File: config.mk
export PLATFORM = sky130hd
export DESIGN_NAME = frame_scan_flat
export DESIGN_NICKNAME = d
export VERILOG_FILES = /design/src/rtl/cnn_arith_pkg.sv /design/src/rtl/cnn_cfg_pkg.sv /design/src/rtl/cnn_cfg_if.sv /design/src/rtl/frame_scan.sv /design/src/flat_wrapper.sv
export VERILOG_INCLUDE_DIRS = /design/src /design/src/include
export SDC_FILE = /design/constraint.sdc
export NUM_CORES = 1
export LEC_CHECK = 0
export ABC_AREA = 1
export BUFFER_PORTS_ARGS = -buffer_cell sky130_fd_sc_hd__buf_4
export CAP_MARGIN = 0
export CORE_AREA = 2 2 59 61
export CTS_BUF_LIST = sky130_fd_sc_hd__clkbuf_8 sky130_fd_sc_hd__clkbuf_16
export DETAILED_ROUTE_END_ITERATION = 10
export DIE_AREA = 0 0 61 63
export PLACE_DENSITY = 0.8
export RECOVER_POWER = 100
export REMOVE_ABC_BUFFERS = 1
export SETUP_SLACK_MARGIN = 0.02
export SYNTH_ARGS = -nofsm -noshare
export SYNTH_HDL_FRONTEND = slang
export SYNTH_SLANG_ARGS = --single-unit
File: constraint.sdc
create_clock -name HCLK -period 1.3 [get_ports HCLK]
set_input_delay 0.065 -clock HCLK [delete_from_list [all_inputs] [get_ports HCLK]]
set_output_delay 0.065 -clock HCLK [all_outputs]
set_load 0.01 [all_outputs]
File: src/include/cnn_accel_settings.svh
`ifndef CNN_ACCEL_SETTINGS_SVH
`define CNN_ACCEL_SETTINGS_SVH

// ----------------------------------------
// Frame and datapath sizes
// ----------------------------------------
`define CNN_MAX_DIM 16
`define CNN_N_CH 4
`define CNN_TAPS 9
`define CNN_KSIDE 3
`define CNN_PIX_W 8
`define CNN_WGT_W 8
`define CNN_PARAM_W 16
// 9 taps of 9x8 bit products
`define CNN_SUM_W 20
// Scaled sum plus a bias shifted by up to 31
`define CNN_ACC_W 48

// ----------------------------------------
// AHB side
// ----------------------------------------
`define CNN_HADDR_W 32
`define CNN_HDATA_W 32
// Register index starts at byte address bit 2, image word index above it
`define CNN_REG_LSB 2
`define CNN_IMG_LSB 6

`endif

File: src/rtl/cnn_arith_pkg.sv
`include "cnn_accel_settings.svh"

package cnn_arith_pkg;

	typedef enum logic {ACT_RELU = 1'b0, ACT_LINEAR = 1'b1} act_type_e;

	// ----------------------------------------
	// Datapath words
	// ----------------------------------------
	typedef logic [`CNN_PIX_W-1:0]                    pixel_t;	// Unsigned
	typedef logic signed [`CNN_WGT_W-1:0]             weight_t;
	typedef logic signed [`CNN_PARAM_W-1:0]           param_t;	// Scale or bias
	typedef logic signed [`CNN_PIX_W+`CNN_WGT_W:0]    prod_t;	// Pixel zero-extended times weight
	typedef logic signed [`CNN_SUM_W-1:0]             sum_t;
	typedef logic signed [`CNN_ACC_W-1:0]             acc_t;

	typedef pixel_t  [0:`CNN_TAPS-1] window_t;	// Tap 0 top-left, row-major
	typedef weight_t [0:`CNN_TAPS-1] kern_t;
	typedef sum_t    [0:`CNN_N_CH-1] sum_vec_t;

	// ----------------------------------------
	// First-layer kernel
	// ----------------------------------------
	localparam kern_t KERN_W [`CNN_N_CH] = '{
		'{-114, -105, -41,  127,  -93, -51, -27,  -1, 113},
		'{  69,  -75, -47,   19, -128,  95, -35, 121,   8},
		'{  13,  -12,  -1,  -15,  127, -16,  -4, -19,   1},
		'{  69, -121, -21, -128,   32,  90,  48,  52, -45}
	};

	// Batch-norm style scale, then bias before shifting
	localparam param_t KERN_SCALE [`CNN_N_CH] = '{16'sd95, 16'sd103, 16'sd364, 16'sd170};
	localparam param_t KERN_BIAS  [`CNN_N_CH] = '{-16'sd18620, 16'sd8060, 16'sd370, -16'sd506};

endpackage

File: src/rtl/cnn_cfg_pkg.sv
`include "cnn_accel_settings.svh"

package cnn_cfg_pkg;

	// ----------------------------------------
	// Register map
	// ----------------------------------------
	typedef enum logic [3:0] {
		REG_DIMS  = 4'd1,	// Width 11:0, height 27:16
		REG_LAYER = 4'd4,	// Act type, bias shift, act shift
		REG_IMAGE = 4'd5,	// Four pixels per word
		REG_START = 4'd8,	// Reads busy
		REG_DONE  = 4'd9
	} cnn_reg_e;

	// AHB-Lite encodings
	typedef enum logic [1:0] {TRANS_IDLE, TRANS_BUSY, TRANS_NONSEQ, TRANS_SEQ} htrans_e;
	localparam logic RESP_OKAY = 1'b0;

	typedef logic [11:0] dim_t;
	typedef logic [$clog2(`CNN_MAX_DIM)-1:0] pos_t;	// Row or column inside the frame
	typedef logic [$clog2(`CNN_MAX_DIM*`CNN_MAX_DIM)-1:0] pix_addr_t;
	typedef logic [$clog2(`CNN_MAX_DIM*`CNN_MAX_DIM*`CNN_PIX_W/`CNN_HDATA_W)-1:0] img_addr_t;
	typedef logic [4:0] bias_shift_t;
	typedef logic [2:0] act_shift_t;

	// Values after reset
	localparam dim_t        RST_DIM        = dim_t'(`CNN_MAX_DIM);
	localparam bias_shift_t RST_BIAS_SHIFT = 5'd9;
	localparam act_shift_t  RST_ACT_SHIFT  = 3'd7;

	// ----------------------------------------
	// Register word views
	// ----------------------------------------
	typedef struct packed {
		logic [3:0]  rsv_hi;
		dim_t        height;
		logic [3:0]  rsv_lo;
		dim_t        width;
	} dims_reg_t;

	typedef struct packed {
		logic [15:0]              rsv_hi;
		act_shift_t               act_shift;	// Bits 15:13
		bias_shift_t              bias_shift;	// Bits 12:8
		logic [3:0]               rsv_mid;
		cnn_arith_pkg::act_type_e act_type;	// Bit 3
		logic [2:0]               rsv_lo;
	} layer_reg_t;

	typedef union packed {
		logic [`CNN_HDATA_W-1:0] raw;
		dims_reg_t               dims;
		layer_reg_t              layer;
	} cnn_reg_word_u;

endpackage

File: src/rtl/cnn_cfg_if.sv
`timescale 1ns/10ps

interface cnn_cfg_if;
	import cnn_cfg_pkg::*;
	import cnn_arith_pkg::*;

	dim_t        width;
	dim_t        height;
	act_type_e   act_type;
	bias_shift_t bias_shift;
	act_shift_t  act_shift;
	logic        start;		// One-cycle pulse

	modport regs  (output width, height, act_type, bias_shift, act_shift, start);
	modport scan  (input width, height, start);
	modport fetch (input width, height);
	modport post  (input act_type, bias_shift, act_shift);

endinterface

File: src/rtl/frame_scan.sv
`timescale 1ns/10ps

module frame_scan (
	input  logic              HCLK,
	input  logic              HRESETn,
	cnn_cfg_if.scan           cfg,
	output logic              busy_o,
	output cnn_cfg_pkg::pos_t row_o,
	output cnn_cfg_pkg::pos_t col_o,
	output logic              pos_valid_o,
	output logic              pos_last_o
);

	logic last_col;
	logic last_row;

	assign last_col = (col_o == cfg.width - 1'b1);
	assign last_row = (row_o == cfg.height - 1'b1);

	// ----------------------------------------
	// Raster counter, one position per cycle
	// ----------------------------------------
	always_ff @(posedge HCLK or negedge HRESETn) begin
		if (!HRESETn) begin
			busy_o <= 1'b0;
			row_o  <= '0;
			col_o  <= '0;
		end else if (cfg.start) begin
			busy_o <= 1'b1;		// First position next cycle
			row_o  <= '0;
			col_o  <= '0;
		end else if (busy_o) begin
			if (last_col) begin
				col_o <= '0;
				row_o <= row_o + 1'b1;
				if (last_row)
					busy_o <= 1'b0;	// Frame fully scanned
			end else begin
				col_o <= col_o + 1'b1;
			end
		end
	end

	assign pos_valid_o = busy_o;
	assign pos_last_o  = busy_o && last_col && last_row;

	a_col_in_frame: assert property (@(posedge HCLK) disable iff (!HRESETn)
		pos_valid_o |-> (col_o < cfg.width));

endmodule

File: src/flat_wrapper.sv
// flat-port wrapper written by rule: the top's interface ports become plain ports
module frame_scan_flat 
  (HCLK, HRESETn, busy_o, row_o, col_o, pos_valid_o, pos_last_o, cfg_width, cfg_height, cfg_start);
  cnn_cfg_if cfg_i ();
  input  logic HCLK;
  input  logic HRESETn;
  output logic busy_o;
  output cnn_cfg_pkg::pos_t row_o;
  output cnn_cfg_pkg::pos_t col_o;
  output logic pos_valid_o;
  output logic pos_last_o;
  input wire logic [$bits(cfg_i.width)-1:0] cfg_width;
  input wire logic [$bits(cfg_i.height)-1:0] cfg_height;
  input wire logic [$bits(cfg_i.start)-1:0] cfg_start;
  assign cfg_i.width = cfg_width;
  assign cfg_i.height = cfg_height;
  assign cfg_i.start = cfg_start;
  frame_scan u_core (.HCLK(HCLK), .HRESETn(HRESETn), .cfg(cfg_i), .busy_o(busy_o), .row_o(row_o), .col_o(col_o), .pos_valid_o(pos_valid_o), .pos_last_o(pos_last_o));
endmodule
After elaboration in Yosys (flattened, before gate mapping)
Cells that the tools add are included.
{ "classes": {"reduce_logical": 5, "muxes": 10, "eq_ne": 2, "n_addsub": 4} }
{ "op_table": {"columns": ["cell", "n"], "rows": [
  ["== test 4 x 12 -> 1 bit", 2],
  ["2-to-1 mux 4 bit", 6],
  ["subtractor 12 x 1 -> 12 bit, second input constant", 2],
  ["adder 4 x 1 -> 4 bit, second input constant", 2],
  ["2-to-1 mux 1 bit", 4],
  ["nonzero test 2 bit", 2],
  ["logical AND 1 bit", 2],
  ["AND reduction 2 bit", 1]
]} }
{ "totals": {"output_inout_bits": 11, "elab_cells": 24, "ff_bits": 9, "in_bits": 27} }

Logic depth before layout (Yosys ltp)
Gate-level depths: netlist of run 1.
{ "depth": {"ltp_word": 6, "mapped_depth": 15, "depth_no_buf": 15} }

Worst setup path after synthesis of run 1
OpenSTA, ideal clock, no wires.
{ "synth_path": {"path_kind": "input port to flip-flop", "startpoint": "in cfg_width[0]", "endpoint": "reg u_core.row_o[0]", "setup_slack_ns": -0.193, "setup_ns": 0.118, "path_stages": 15, "arrival_ns": 1.375, "t_required_ns": 1.182, "n_path_buf": 0, "path_cell_list": "inv_1 ha_1 inv_1 nor2_1 nand2_2 nor2_1 nor2_1 nor2_1 nand2_1 nor2_2 nand2_2 nand2_4 nand2_4 nand2_1 nand2_1"} }
{ "synth_via": {"elab_chain_cells": 4} }
{ "synth_rtl": {"columns": ["item", "line_no", "source"], "rows": [
  ["start, declared", "flat_wrapper.sv:12", "input wire logic [$bits(cfg_i.width)-1:0] cfg_width;"],
  ["subtractor 12 x 1 -> 12 bit", "frame_scan.sv:17", "assign last_col = (col_o == cfg.width - 1'b1);"],
  ["== test 4 x 12 -> 1 bit", "frame_scan.sv:17", null],
  ["nonzero test 2 bit (no source line)", null, null],
  ["AND reduction 2 bit (no source line)", null, null],
  ["end signal, assigned", "frame_scan.sv:35", "row_o <= row_o + 1'b1;"],
  ["end, declared", "frame_scan.sv:8", "output cnn_cfg_pkg::pos_t row_o,"]
]} }
Every way passes these cells.
A chain may end at the register's enable or synchronous reset.

Final worst setup path of run 1
{ "layout_path": {"startpoint": "reg u_core.col_o[3]", "endpoint": "out pos_last_o"} }
{ "layout_via": {"elab_chain_cells": 3} }
{ "layout_rtl": {"columns": ["item", "line_no", "source"], "rows": [
  ["start, declared", "frame_scan.sv:9", "output cnn_cfg_pkg::pos_t col_o,"],
  ["start signal, assigned", "frame_scan.sv:39", "col_o <= col_o + 1'b1;"],
  ["== test 4 x 12 -> 1 bit", "frame_scan.sv:17", null],
  ["logical AND 1 bit (2 in a row)", "frame_scan.sv:45", "assign pos_last_o = busy_o && last_col && last_row;"],
  ["end, declared", "flat_wrapper.sv:11", "output logic pos_last_o;"]
]} }
Every way passes these cells.

==> metrics.csv, run 1 <==
stage;metric;value;unit
critical_path;crit_path_top_delay_cell;dfrtp_1;
pwr;ir_drop;0.000687;V
die;num_rows;21;
critical_path;crit_buf_inv;1;
layout;n_antenna_cell;0;
placed_design;globalplace.congestion;0.985;
timing;maxSlewViolCount;0;
timing;rsz0062_at_grt;true;
critical_path;reg2reg_depth;12;
yosys;synth-seq-area-share;0.153;
critical_path;crit_arrival;1600;ps
clocking;clock_sinks;9;
yosys;yosys_warnings;0;
pwr;powerDensity;564;mW/mm²
timing;finalHoldViolCount;0;
clocking;clkLatencyLatePin;240;ps
timing;holdWs;136;ps
die;core_area;0.00323;mm²
critical_path;worstSetupStartpointType;register;
die;fp.dieW;61;µm
min_path;hold-path-cell-count;4;
yosys;yosysTopAreaCell;nand2_1;
clocking;ctsLongestPathBuffers;2;
layout;final_cells;401;
clocking;ctsHtreeMaxLevel;1;
timing;fin_ws;-365;ps
min_path;worstHoldStart;cfg_start;
global_route;grt_pass1_vias;1748;
die;die-area;0.00384;mm²
drt;drt_wl_total;4.41;mm
pwr;p_leak;0.00117;µW
critical_path;critPathMaxStageDelay;400;ps
layout;syn_to_final_growth;45.2;%
die;num_io_pins;38;
placed_design;dpl.hpwl;3.32;mm
min_path;whs_endpoint;u_core.col_o[1]$_DFFE_PN0P_;
drt;drt.antenna.violating_nets;0;
layout;final_area;0.00214;mm²
drt;via_per_inst;4.85;
timing;period_share;1.28;
timing;setup_violations;10;
pwr;power;1210;µW
clocking;clkTransAtPathRegs;50;ps
clocking;cts.root.buffer_cell;clkbuf_8;
layout;drive_above_1_share;0.287;
drt;vias;1945;
critical_path;reg2reg_from;u_core.col_o[3]$_DFFE_PN0P_;
global_route;grt_usage;0.223;
timing;skew;4.29;ps
outcome;status;complete, but fails checks;
timing;fmax;601;MHz
global_route;grt_pass1_wl;6.94;mm
placed_design;placement.io_buffers;37;
placed_design;dp.cells;390;
critical_path;path_class;reg -> out;
global_route;grt_max_degree;10;
die;dieHeight;63;µm
critical_path;path_cells;xnor2_2, o21ai_0, a21oi_1, o21ai_1, nor2_1, nand3_1, nor2_1, buf_4;
yosys;synth-seq-cells;9;
drt;drcViolationCount;0;
yosys;postSynthCellCount;280;
outcome;violations;setup timing;
layout;fin_nets;387;
critical_path;rrSetupSlack;-320;ps
die;start_util;0.457;
critical_path;required;1240;ps
timing;relSlewSlack;0.662;
global_route;antenna_found_initial;0;
drt;wl_per_cell;11.0;µm
drt;dr.pass1.iters;4;
yosys;synthTopCellsByArea;nand2_1 (25%), dfrtp_1 (15%), nor2_1 (14%);
yosys;syn-cell-area;0.00148;mm²
critical_path;rr_endpoint;u_core.row_o[0]$_DFFE_PN0P_;
drt;dr.first_iter.drc_count;89;
yosys;synth_cell_type_count;22;
critical_path;worstPathMaxFanout;2;
yosys;synth_area_per_cell;5.27;µm²
critical_path;cp_common_cell;nor2_1;
critical_path;cp-end-kind;output pin;
clocking;cts_tree;built;
placed_design;place_area;0.00201;mm²
timing;tightest_slew;507;ps
flow_run;drv_cap;0;
layout;nFillCells;312;
critical_path;path_delay_family;flip-flops;
clocking;numCtsBuffers;3;
timing;fin_crit;1670;ps
min_path;hold_class;in -> reg;
global_route;overflow;0;
yosys;synth.top_cell.area_share;0.247;
[cells by family (layout without fill, tap and decap cells)]
family | after synthesis | in the layout | synth area share
AOI/OAI and AO/OA | 12 | 12 | 0.0407
xor gates and xnor gates | 7 | 7 | 0.0415
adders and majority gates | 4 | 4 | 0.0339
buffers and inverters | 39 | 114 | 0.102
DFF | 9 | 9 | 0.153
and+or+nand+nor | 209 | 209 | 0.630
[sequential cells by signal, summed over array words and instances, names as in the netlist]
signal and count:
u_core.col_o 4, u_core.row_o 4, u_core.busy_o 1
[power by group]
part / switching (µW) / internal [µW]
Clock: 124 / 210
Sequential: 17.7 / 300
Combinational: 307 / 250
Total: 449 / 760
[worst max path at each step]
stage | endpoint | slack [ps] | startpoint | cells after the start
2_1_floorplan | u_core.row_o[0]$_DFFE_PN0P_ | -190 | cfg_width[0] | 15
5_1_grt | pos_last_o | -490 | u_core.col_o[1]$_DFFE_PN0P_ | 10
4_1_cts | pos_last_o | -310 | u_core.row_o[1]$_DFFE_PN0P_ | 8
3_5_place_dp | u_core.row_o[0]$_DFFE_PN0P_ | -340 | cfg_width[0] | 16
6_report | pos_last_o | -370 | u_core.col_o[3]$_DFFE_PN0P_ | 8
3_3_place_gp | u_core.busy_o$_DFF_PN0_ | -310 | cfg_width[0] | 16
[layer usage]
| layer | vias up | GRT usage | wire length, µm |
|---|---|---|---|
| li1 | 1017 | - | - |
| met1 | 853 | 0.290 | 1900 |
| met2 | 60 | 0.392 | 2210 |
| met3 | 15 | 0.0124 | 185 |
| met4 | 0 | 0.0516 | 115 |
| met5 | - | 0 | 0 |
[worst min-delay path, stage by stage]
cell and delay, ps:
buf_4 110, nor2_1 60, nand2_1 60, nand2_1 40
[area by class of cell]
| class | count | area [µm²] | area share |
|---|---|---|---|
| inverters | 38 | 143 | 0.0665 |
| well taps | 46 | 57.6 | 0.0269 |
| repair buffers | 72 | 513 | 0.239 |
| multi-input cells | 232 | 1160 | 0.541 |
| clock inverters | 1 | 5.00 | 0.00234 |
| clock buffers | 3 | 41.3 | 0.0193 |
| flip-flops and latches | 9 | 225 | 0.105 |
[cell usage after synthesis (all sizes together)]
cell type    n
xor2         5
inv         37
xnor2        2
buf          1
nand4        6
nand2      105
nand3b       6
clkinv       1
nor3         1
dfrtp        9
ha           4
o21ai        8
a21oi        4
nand3       27
nor2        64
[metrics by stage]
| stage | setup TNS [ps] | setup slack (ps) | utilization |
|---|---|---|---|
| finish | -2330 | -365 | 0.663 |
| global route | -3760 | -487 | 0.663 |
| CTS | -1020 | -305 | 0.648 |
| detailed placement | -2670 | -342 | 0.623 |
| global placement | -2630 | -311 | 0.623 |
| floorplan | -1320 | -193 | - |
[cells in the final DEF, fill, tap and decap left out, drive strengths merged, types with 4 or more instances in the layout]
cell      n
a21oi     4
buf      61
clkbuf   13
dfrtp     9
ha        4
inv      37
nand2   105
nand3    27
nand3b    6
nand4     6
nor2     64
o21ai     8
xor2      5
[timing repair]
action | CTS | global route
setup endpoints to repair | 10 | 10
gates resized for setup | 3 | 19
hold buffers | 1 | 0
pin swaps | 4 | 13
setup buffers | 2 | 4
hold endpoints to repair | 9 | 0
Note: power is estimated with default switching activity, not from simulation.
==> run 2: changes to the inputs <==
--- a/config.mk
+++ b/config.mk
@@ -9,11 +9,11 @@
 export ABC_AREA = 1
 export BUFFER_PORTS_ARGS = -buffer_cell sky130_fd_sc_hd__buf_4
 export CAP_MARGIN = 0
-export CORE_AREA = 2 2 59 61
+export CORE_AREA = 2 2 43 84
 export CTS_BUF_LIST = sky130_fd_sc_hd__clkbuf_8 sky130_fd_sc_hd__clkbuf_16
 export DETAILED_ROUTE_END_ITERATION = 10
-export DIE_AREA = 0 0 61 63
-export PLACE_DENSITY = 0.8
+export DIE_AREA = 0 0 45 86
+export PLACE_DENSITY = 0.79
 export RECOVER_POWER = 100
 export REMOVE_ABC_BUFFERS = 1
 export SETUP_SLACK_MARGIN = 0.02
==> metrics.csv, run 2 (same netlist as run 1, synthesis figures left out) <==
stage;metric;value;unit;change
pwr;powerDensity;563;mW/mm²;was 564 mW/mm²
drt;vias;2001;;was 1945
critical_path;path_class;reg -> out;;unchanged
layout;final_cell_mix;nand2_1 (92), buf_4 (70), nor2_1 (52);;was nand2_1 (89), buf_4 (60), nor2_1 (54)
flow_run;drv_cap;0;;unchanged
global_route;grt_pass1_vias;2016;;was 1748
timing;period_share;1.32;;was 1.28
timing;maxSlewViolCount;0;;unchanged
layout;drive_above_1_share;0.302;;was 0.287
layout;final_common_cell;nand2_1;;unchanged
clocking;ctsHtreeMaxLevel;1;;unchanged
placed_design;dpl.hpwl;3.69;mm;was 3.32 mm
layout;syn_to_final_growth;50.0;%;was 45.2%
outcome;status;complete, but fails checks;;unchanged
clocking;clkTransAtPathRegs;50;ps;about the same
drt;drt.antenna.violating_nets;0;;unchanged
die;start_util;0.462;;was 0.457
die;dieHeight;86;µm;was 63 µm
drt;drcViolationCount;0;;unchanged
layout;final_cells;395;;was 401
layout;reg_top3;u_core.col_o x4, u_core.row_o x4, u_core.busy_o x1;;unchanged
timing;skew;3.17;ps;was 4.29 ps
clocking;clock_sinks;9;;unchanged
outcome;violations;setup timing;;unchanged
global_route;grt_max_degree;10;;unchanged
clocking;cts.root.buffer_cell;clkbuf_8;;unchanged
drt;wl_per_cell;11.7;µm;was 11.0 µm
drt;drt_wl_total;4.60;mm;was 4.41 mm
critical_path;required;1240;ps;about the same
timing;fmax;581;MHz;was 601 MHz
timing;rsz0062_at_grt;true;;unchanged
timing;tns;-2670;ps;was -2330 ps
layout;fin_nets;396;;was 387
die;core_area;0.00319;mm²;was 0.00323 mm²
critical_path;cp-end-kind;output pin;;unchanged
placed_design;globalplace.congestion;0.934;;was 0.985
critical_path;crit_path_top_delay_cell;dfrtp_1;;unchanged
clocking;clkLatencyLatePin;230;ps;was 240 ps
die;num_rows;29;;was 21
placed_design;dp.cells;385;;was 390
critical_path;path_cells;xnor2_2, o21ai_0, a21oi_1, o21ai_1, nor2_1, nand3_1, nor2_2, buf_4;;was xnor2_2, o21ai_0, a21oi_1, o21ai_1, nor2_1, nand3_1, nor2_1, buf_4
global_route;antenna_found_initial;0;;unchanged
critical_path;crit_arrival;1660;ps;was 1600 ps
critical_path;worstSetupStartpointType;register;;unchanged
drt;dr.pass1.iters;4;;unchanged
timing;finalHoldViolCount;0;;unchanged
timing;relSlewSlack;0.663;;was 0.662
die;die-area;0.00387;mm²;was 0.00384 mm²
timing;setup_violations;10;;unchanged
drt;via_per_inst;5.07;;was 4.85
die;fp.dieW;45;µm;was 61 µm
clocking;ctsLongestPathBuffers;2;;unchanged
global_route;grt_usage;0.261;;was 0.223
layout;n_antenna_cell;0;;unchanged
timing;fin_crit;1720;ps;was 1670 ps
layout;nFillCells;310;;was 312
pwr;p_leak;0.00124;µW;was 0.00117 µW
critical_path;worstPathMaxFanout;2;;unchanged
critical_path;critPathMaxStageDelay;400;ps;about the same
pwr;ir_drop;0.000717;V;was 0.000687 V
drt;dr.first_iter.drc_count;29;;was 89
timing;fin_ws;-421;ps;was -365 ps
clocking;numCtsBuffers;3;;unchanged
clocking;cts_tree;built;;unchanged
die;num_io_pins;38;;unchanged
min_path;hold_class;in -> reg;;unchanged
placed_design;placement.io_buffers;37;;unchanged
global_route;grt_pass1_wl;7.74;mm;was 6.94 mm
timing;tightest_slew;505;ps;was 507 ps
global_route;overflow;0;;unchanged
==> run 2: power breakdown <==
part	internal (µW)	total [µW]	switching (µW)
Clock	206	322	115
Combinational	285	608	323
Sequential	300	318	17.6
Total	791	1250	456
==> run 2: per-layer routing <==
metal | track usage | part of all wire
met1 | 0.233 | 0.34
met5 | 0 | 0
met3 | 0.0168 | 0.029
met2 | 0.514 | 0.57
met4 | 0.152 | 0.058
==> run 2: path summary, 6_finish.rpt <==
path	startpoint	end	slack, ps	depth (start not counted)
max in group asynchronous	HRESETn	u_core.col_o[0]$_DFFE_PN0P_	650	2
worst max-delay path	u_core.col_o[3]$_DFFE_PN0P_	pos_last_o	-420	8
worst min-delay path	cfg_start	u_core.row_o[0]$_DFFE_PN0P_	150	4
worst min register to register	u_core.busy_o$_DFF_PN0_	u_core.col_o[1]$_DFFE_PN0P_	650	4
worst max register to register	u_core.col_o[1]$_DFFE_PN0P_	u_core.row_o[2]$_DFFE_PN0P_	-320	13
min in group asynchronous	HRESETn	u_core.busy_o$_DFF_PN0_	310	2
==> run 2: cell type report <==
cell class | count | area [µm²] | area share
clock buffers | 3 | 41.3 | 0.0186
clock inverters | 1 | 3.75 | 0.00169
inverters | 38 | 143 | 0.0644
multi-input cells | 232 | 1180 | 0.532
flip-flops and latches | 9 | 225 | 0.102
well taps | 31 | 38.8 | 0.0175
repair buffers | 81 | 584 | 0.264
==> run 2: critical path, delay by kind of cell (launching register included) <==
family	cells	cell delay, ps
AO/OA/AOI/OAI	3	430
flip-flops	1	400
AND/OR/NAND/NOR	3	280
XOR/XNOR	1	190
buffers and inverters	1	130
==> run 2: through the flow <==
stage	power (µW)	hold slack (ps)	area [µm²]	setup slack, ps	util
after global placement	847	-107	2070	-350	0.649
final	1250	153	2210	-421	0.694
after detailed placement	854	-107	2070	-352	0.649
after CTS	1220	140	2190	-342	0.685
after floorplan	583	-231	1470	-193	-
after global routing	1340	167	2210	-484	0.694
==> run 2: what timing repair did <==
action / in CTS / in global routing
endpoints found under the setup margin: 10 / 10
hold buffers: 1 / 0
setup buffers: 3 / 2
gates resized for setup: 10 / 13
hold endpoints to repair: 9 / 0
pin swaps: 12 / 14
==> run 3: changes to the inputs <==
--- a/config.mk
+++ b/config.mk
@@ -9,11 +9,11 @@
 export ABC_AREA = 1
 export BUFFER_PORTS_ARGS = -buffer_cell sky130_fd_sc_hd__buf_4
 export CAP_MARGIN = 0
-export CORE_AREA = 2 2 43 84
+export CORE_AREA = 2 2 40 79
 export CTS_BUF_LIST = sky130_fd_sc_hd__clkbuf_8 sky130_fd_sc_hd__clkbuf_16
 export DETAILED_ROUTE_END_ITERATION = 10
-export DIE_AREA = 0 0 45 86
-export PLACE_DENSITY = 0.79
+export DIE_AREA = 0 0 42 81
+export PLACE_DENSITY = 0.85
 export RECOVER_POWER = 100
 export REMOVE_ABC_BUFFERS = 1
 export SETUP_SLACK_MARGIN = 0.02
==> constraint.sdc (replaced) <==
create_clock -name HCLK -period 1.6 [get_ports HCLK]
set_input_delay 0.08 -clock HCLK [delete_from_list [all_inputs] [get_ports HCLK]]
set_output_delay 0.08 -clock HCLK [all_outputs]
set_load 0.01 [all_outputs]
==> metrics.csv, run 3 (same netlist as run 1, synthesis figures left out) <==
stage;metric;value;unit;change
drt;drcViolationCount;0;;unchanged
global_route;grt_usage;0.255;;was 0.261
layout;drive_above_1_share;0.252;;was 0.302
flow_run;drv_cap;0;;unchanged
timing;setup_violations;6;;was 10
clocking;clkTransAtPathRegs;50;ps;about the same
die;core_area;0.00284;mm²;was 0.00319 mm²
outcome;violations;setup timing;;unchanged
die;fp.dieW;42;µm;was 45 µm
drt;via_per_inst;5.29;;was 5.07
outcome;status;complete, but fails checks;;unchanged
timing;maxSlewViolCount;0;;unchanged
clocking;cts.root.buffer_cell;clkbuf_8;;unchanged
timing;fin_crit;1700;ps;
clocking;clkLatencyLatePin;230;ps;about the same
timing;tightest_slew;506;ps;was 505 ps
clocking;clock_sinks;9;;unchanged
global_route;overflow;0;;unchanged
critical_path;crit_path_top_delay_cell;dfrtp_1;;unchanged
clocking;numCtsBuffers;3;;unchanged
global_route;antenna_found_initial;0;;unchanged
timing;rsz0062_at_grt;true;;unchanged
placed_design;dpl.hpwl;3.25;mm;was 3.69 mm
global_route;grt_max_degree;10;;unchanged
global_route;grt_pass1_vias;1764;;was 2016
timing;relSlewSlack;0.663;;about the same
min_path;hold_class;in -> reg;;unchanged
drt;vias;1941;;was 2001
critical_path;required;1710;ps;was 1240 ps
drt;dr.pass1.iters;4;;unchanged
layout;syn_to_final_growth;35.7;%;was 50.0%
clocking;ctsHtreeMaxLevel;1;;unchanged
die;num_io_pins;38;;unchanged
global_route;grt_pass1_wl;6.99;mm;was 7.74 mm
placed_design;place_area;0.00184;mm²;was 0.00207 mm²
critical_path;crit_buf_inv;2;;was 1
drt;dr.first_iter.drc_count;53;;was 29
pwr;powerDensity;476;mW/mm²;was 563 mW/mm²
layout;fin_nets;369;;was 396
pwr;ir_drop;0.000405;V;was 0.000717 V
timing;tns;-453;ps;was -2670 ps
timing;period_share;1.06;;
drt;wl_per_cell;12.1;µm;was 11.7 µm
die;dieHeight;81;µm;was 86 µm
layout;final_common_cell;nand2_1;;unchanged
timing;finalHoldViolCount;0;;unchanged
critical_path;path_delay_family;simple AND/OR/NAND/NOR gates;;was compound AO/OA/AOI/OAI gates
drt;drt_wl_total;4.42;mm;was 4.60 mm
layout;final_area;0.00200;mm²;was 0.00221 mm²
timing;fmax;587;MHz;
critical_path;critPathMaxStageDelay;400;ps;about the same
critical_path;worstSetupStartpointType;register;;unchanged
critical_path;path_cells;nand2_1, inv_2, nor2_4, buf_4, nand2_1, nor2_2, nand3_1, nor2_2, nand2_2, nand2_4, nand2_4, nand2_1, nand2_1;;was xnor2_2, o21ai_0, a21oi_1, o21ai_1, nor2_1, nand3_1, nor2_2, buf_4
timing;skew;5.77;ps;was 3.17 ps
pwr;p_leak;0.00110;µW;was 0.00124 µW
layout;nFillCells;255;;was 310
placed_design;globalplace.congestion;0.881;;was 0.934
clocking;ctsLongestPathBuffers;2;;unchanged
die;start_util;0.520;;was 0.462
drt;drt.antenna.violating_nets;0;;unchanged
critical_path;worstPathMaxFanout;7;;was 2
clocking;cts_tree;built;;unchanged
placed_design;placement.io_buffers;37;;unchanged
layout;final_cell_mix;nand2_1 (97), nor2_1 (53), buf_4 (49);;was nand2_1 (92), buf_4 (70), nor2_1 (52)
timing;fin_ws;-103;ps;was -421 ps
critical_path;path_class;reg -> reg;;was reg -> out
layout;n_antenna_cell;0;;unchanged
die;die-area;0.00340;mm²;was 0.00387 mm²
critical_path;cp-end-kind;register;;was output pin
layout;reg_top3;u_core.col_o x4, u_core.row_o x4, u_core.busy_o x1;;unchanged
critical_path;cp_common_cell;nand2_1;;
die;num_rows;28;;was 29
pwr;power;953;µW;was 1250 µW
critical_path;crit_arrival;1820;ps;was 1660 ps
run 3: cell types whose count changed in the layout (fill, tap and decap cells not counted), sizes merged:
cell and change:
clkbuf -5, buf -22
run 3: layout make-up:
type / instances / area [µm²] / area share
Clock buffer: 3 / 41.3 / 0.0206
Clock inverter: 1 / 3.75 / 0.00187
Inverter: 38 / 143 / 0.0712
Multi-Input combinational cell: 232 / 1160 / 0.578
Sequential cell: 9 / 228 / 0.114
Tap cell: 30 / 37.5 / 0.0187
Timing Repair Buffer: 54 / 393 / 0.196
run 3: power breakdown:
group          total [µW]  switching (µW)  internal [µW]
registers             261            16.3            245
logic                 436             250            186
clock network         256            88.8            167
run 3: metrics by stage:
stage | worst slack [ps] | hold WS, ps | instances | util
2_1_floorplan | 92.0 | -216 | 279 | -
3_3_place_gp | 1.31 | -91.8 | 354 | 0.650
3_5_place_dp | -61.8 | -87.4 | 354 | 0.650
4_1_cts | -34.8 | 158 | 363 | 0.686
5_1_grt | -229 | 185 | 367 | 0.706
6_report | -103 | 180 | 367 | 0.706
run 3: repair_timing:
item	in CTS	in global routing
pin swaps	3	12
hold buffers	1	0
resized for setup	7	13
buffers inserted	4	4
endpoints found under the setup margin	1	7
hold endpoints to repair	9	0
run 3: worst paths after layout:
path | from | end | cells past startpoint | slack [ps]
max | u_core.col_o[1]$_DFFE_PN0P_ | u_core.row_o[0]$_DFFE_PN0P_ | 13 | -100
min in group asynchronous | HRESETn | u_core.col_o[0]$_DFFE_PN0P_ | 2 | 330
max in group asynchronous | HRESETn | u_core.row_o[0]$_DFFE_PN0P_ | 2 | 900
min | cfg_start | u_core.row_o[1]$_DFFE_PN0P_ | 4 | 180
max reg2reg | u_core.col_o[1]$_DFFE_PN0P_ | u_core.row_o[0]$_DFFE_PN0P_ | 13 | -100
min reg2reg | u_core.col_o[0]$_DFFE_PN0P_ | u_core.col_o[0]$_DFFE_PN0P_ | 3 | 590
run 3: worst register-to-register path: cells and delay by family, from the launching register on:
family                 cells  cell delay, ps
buffers and inverters      2             180
and+or+nand+nor           11            1020
DFF                        1             400
run 3: routing by layer:
metal,track usage,up-vias,routed length [µm]
met4,0.0871,0,91
met2,0.458,74,2210
li1,-,982,-
met3,0.0267,14,227
met1,0.310,871,1890
met5,0,-,0
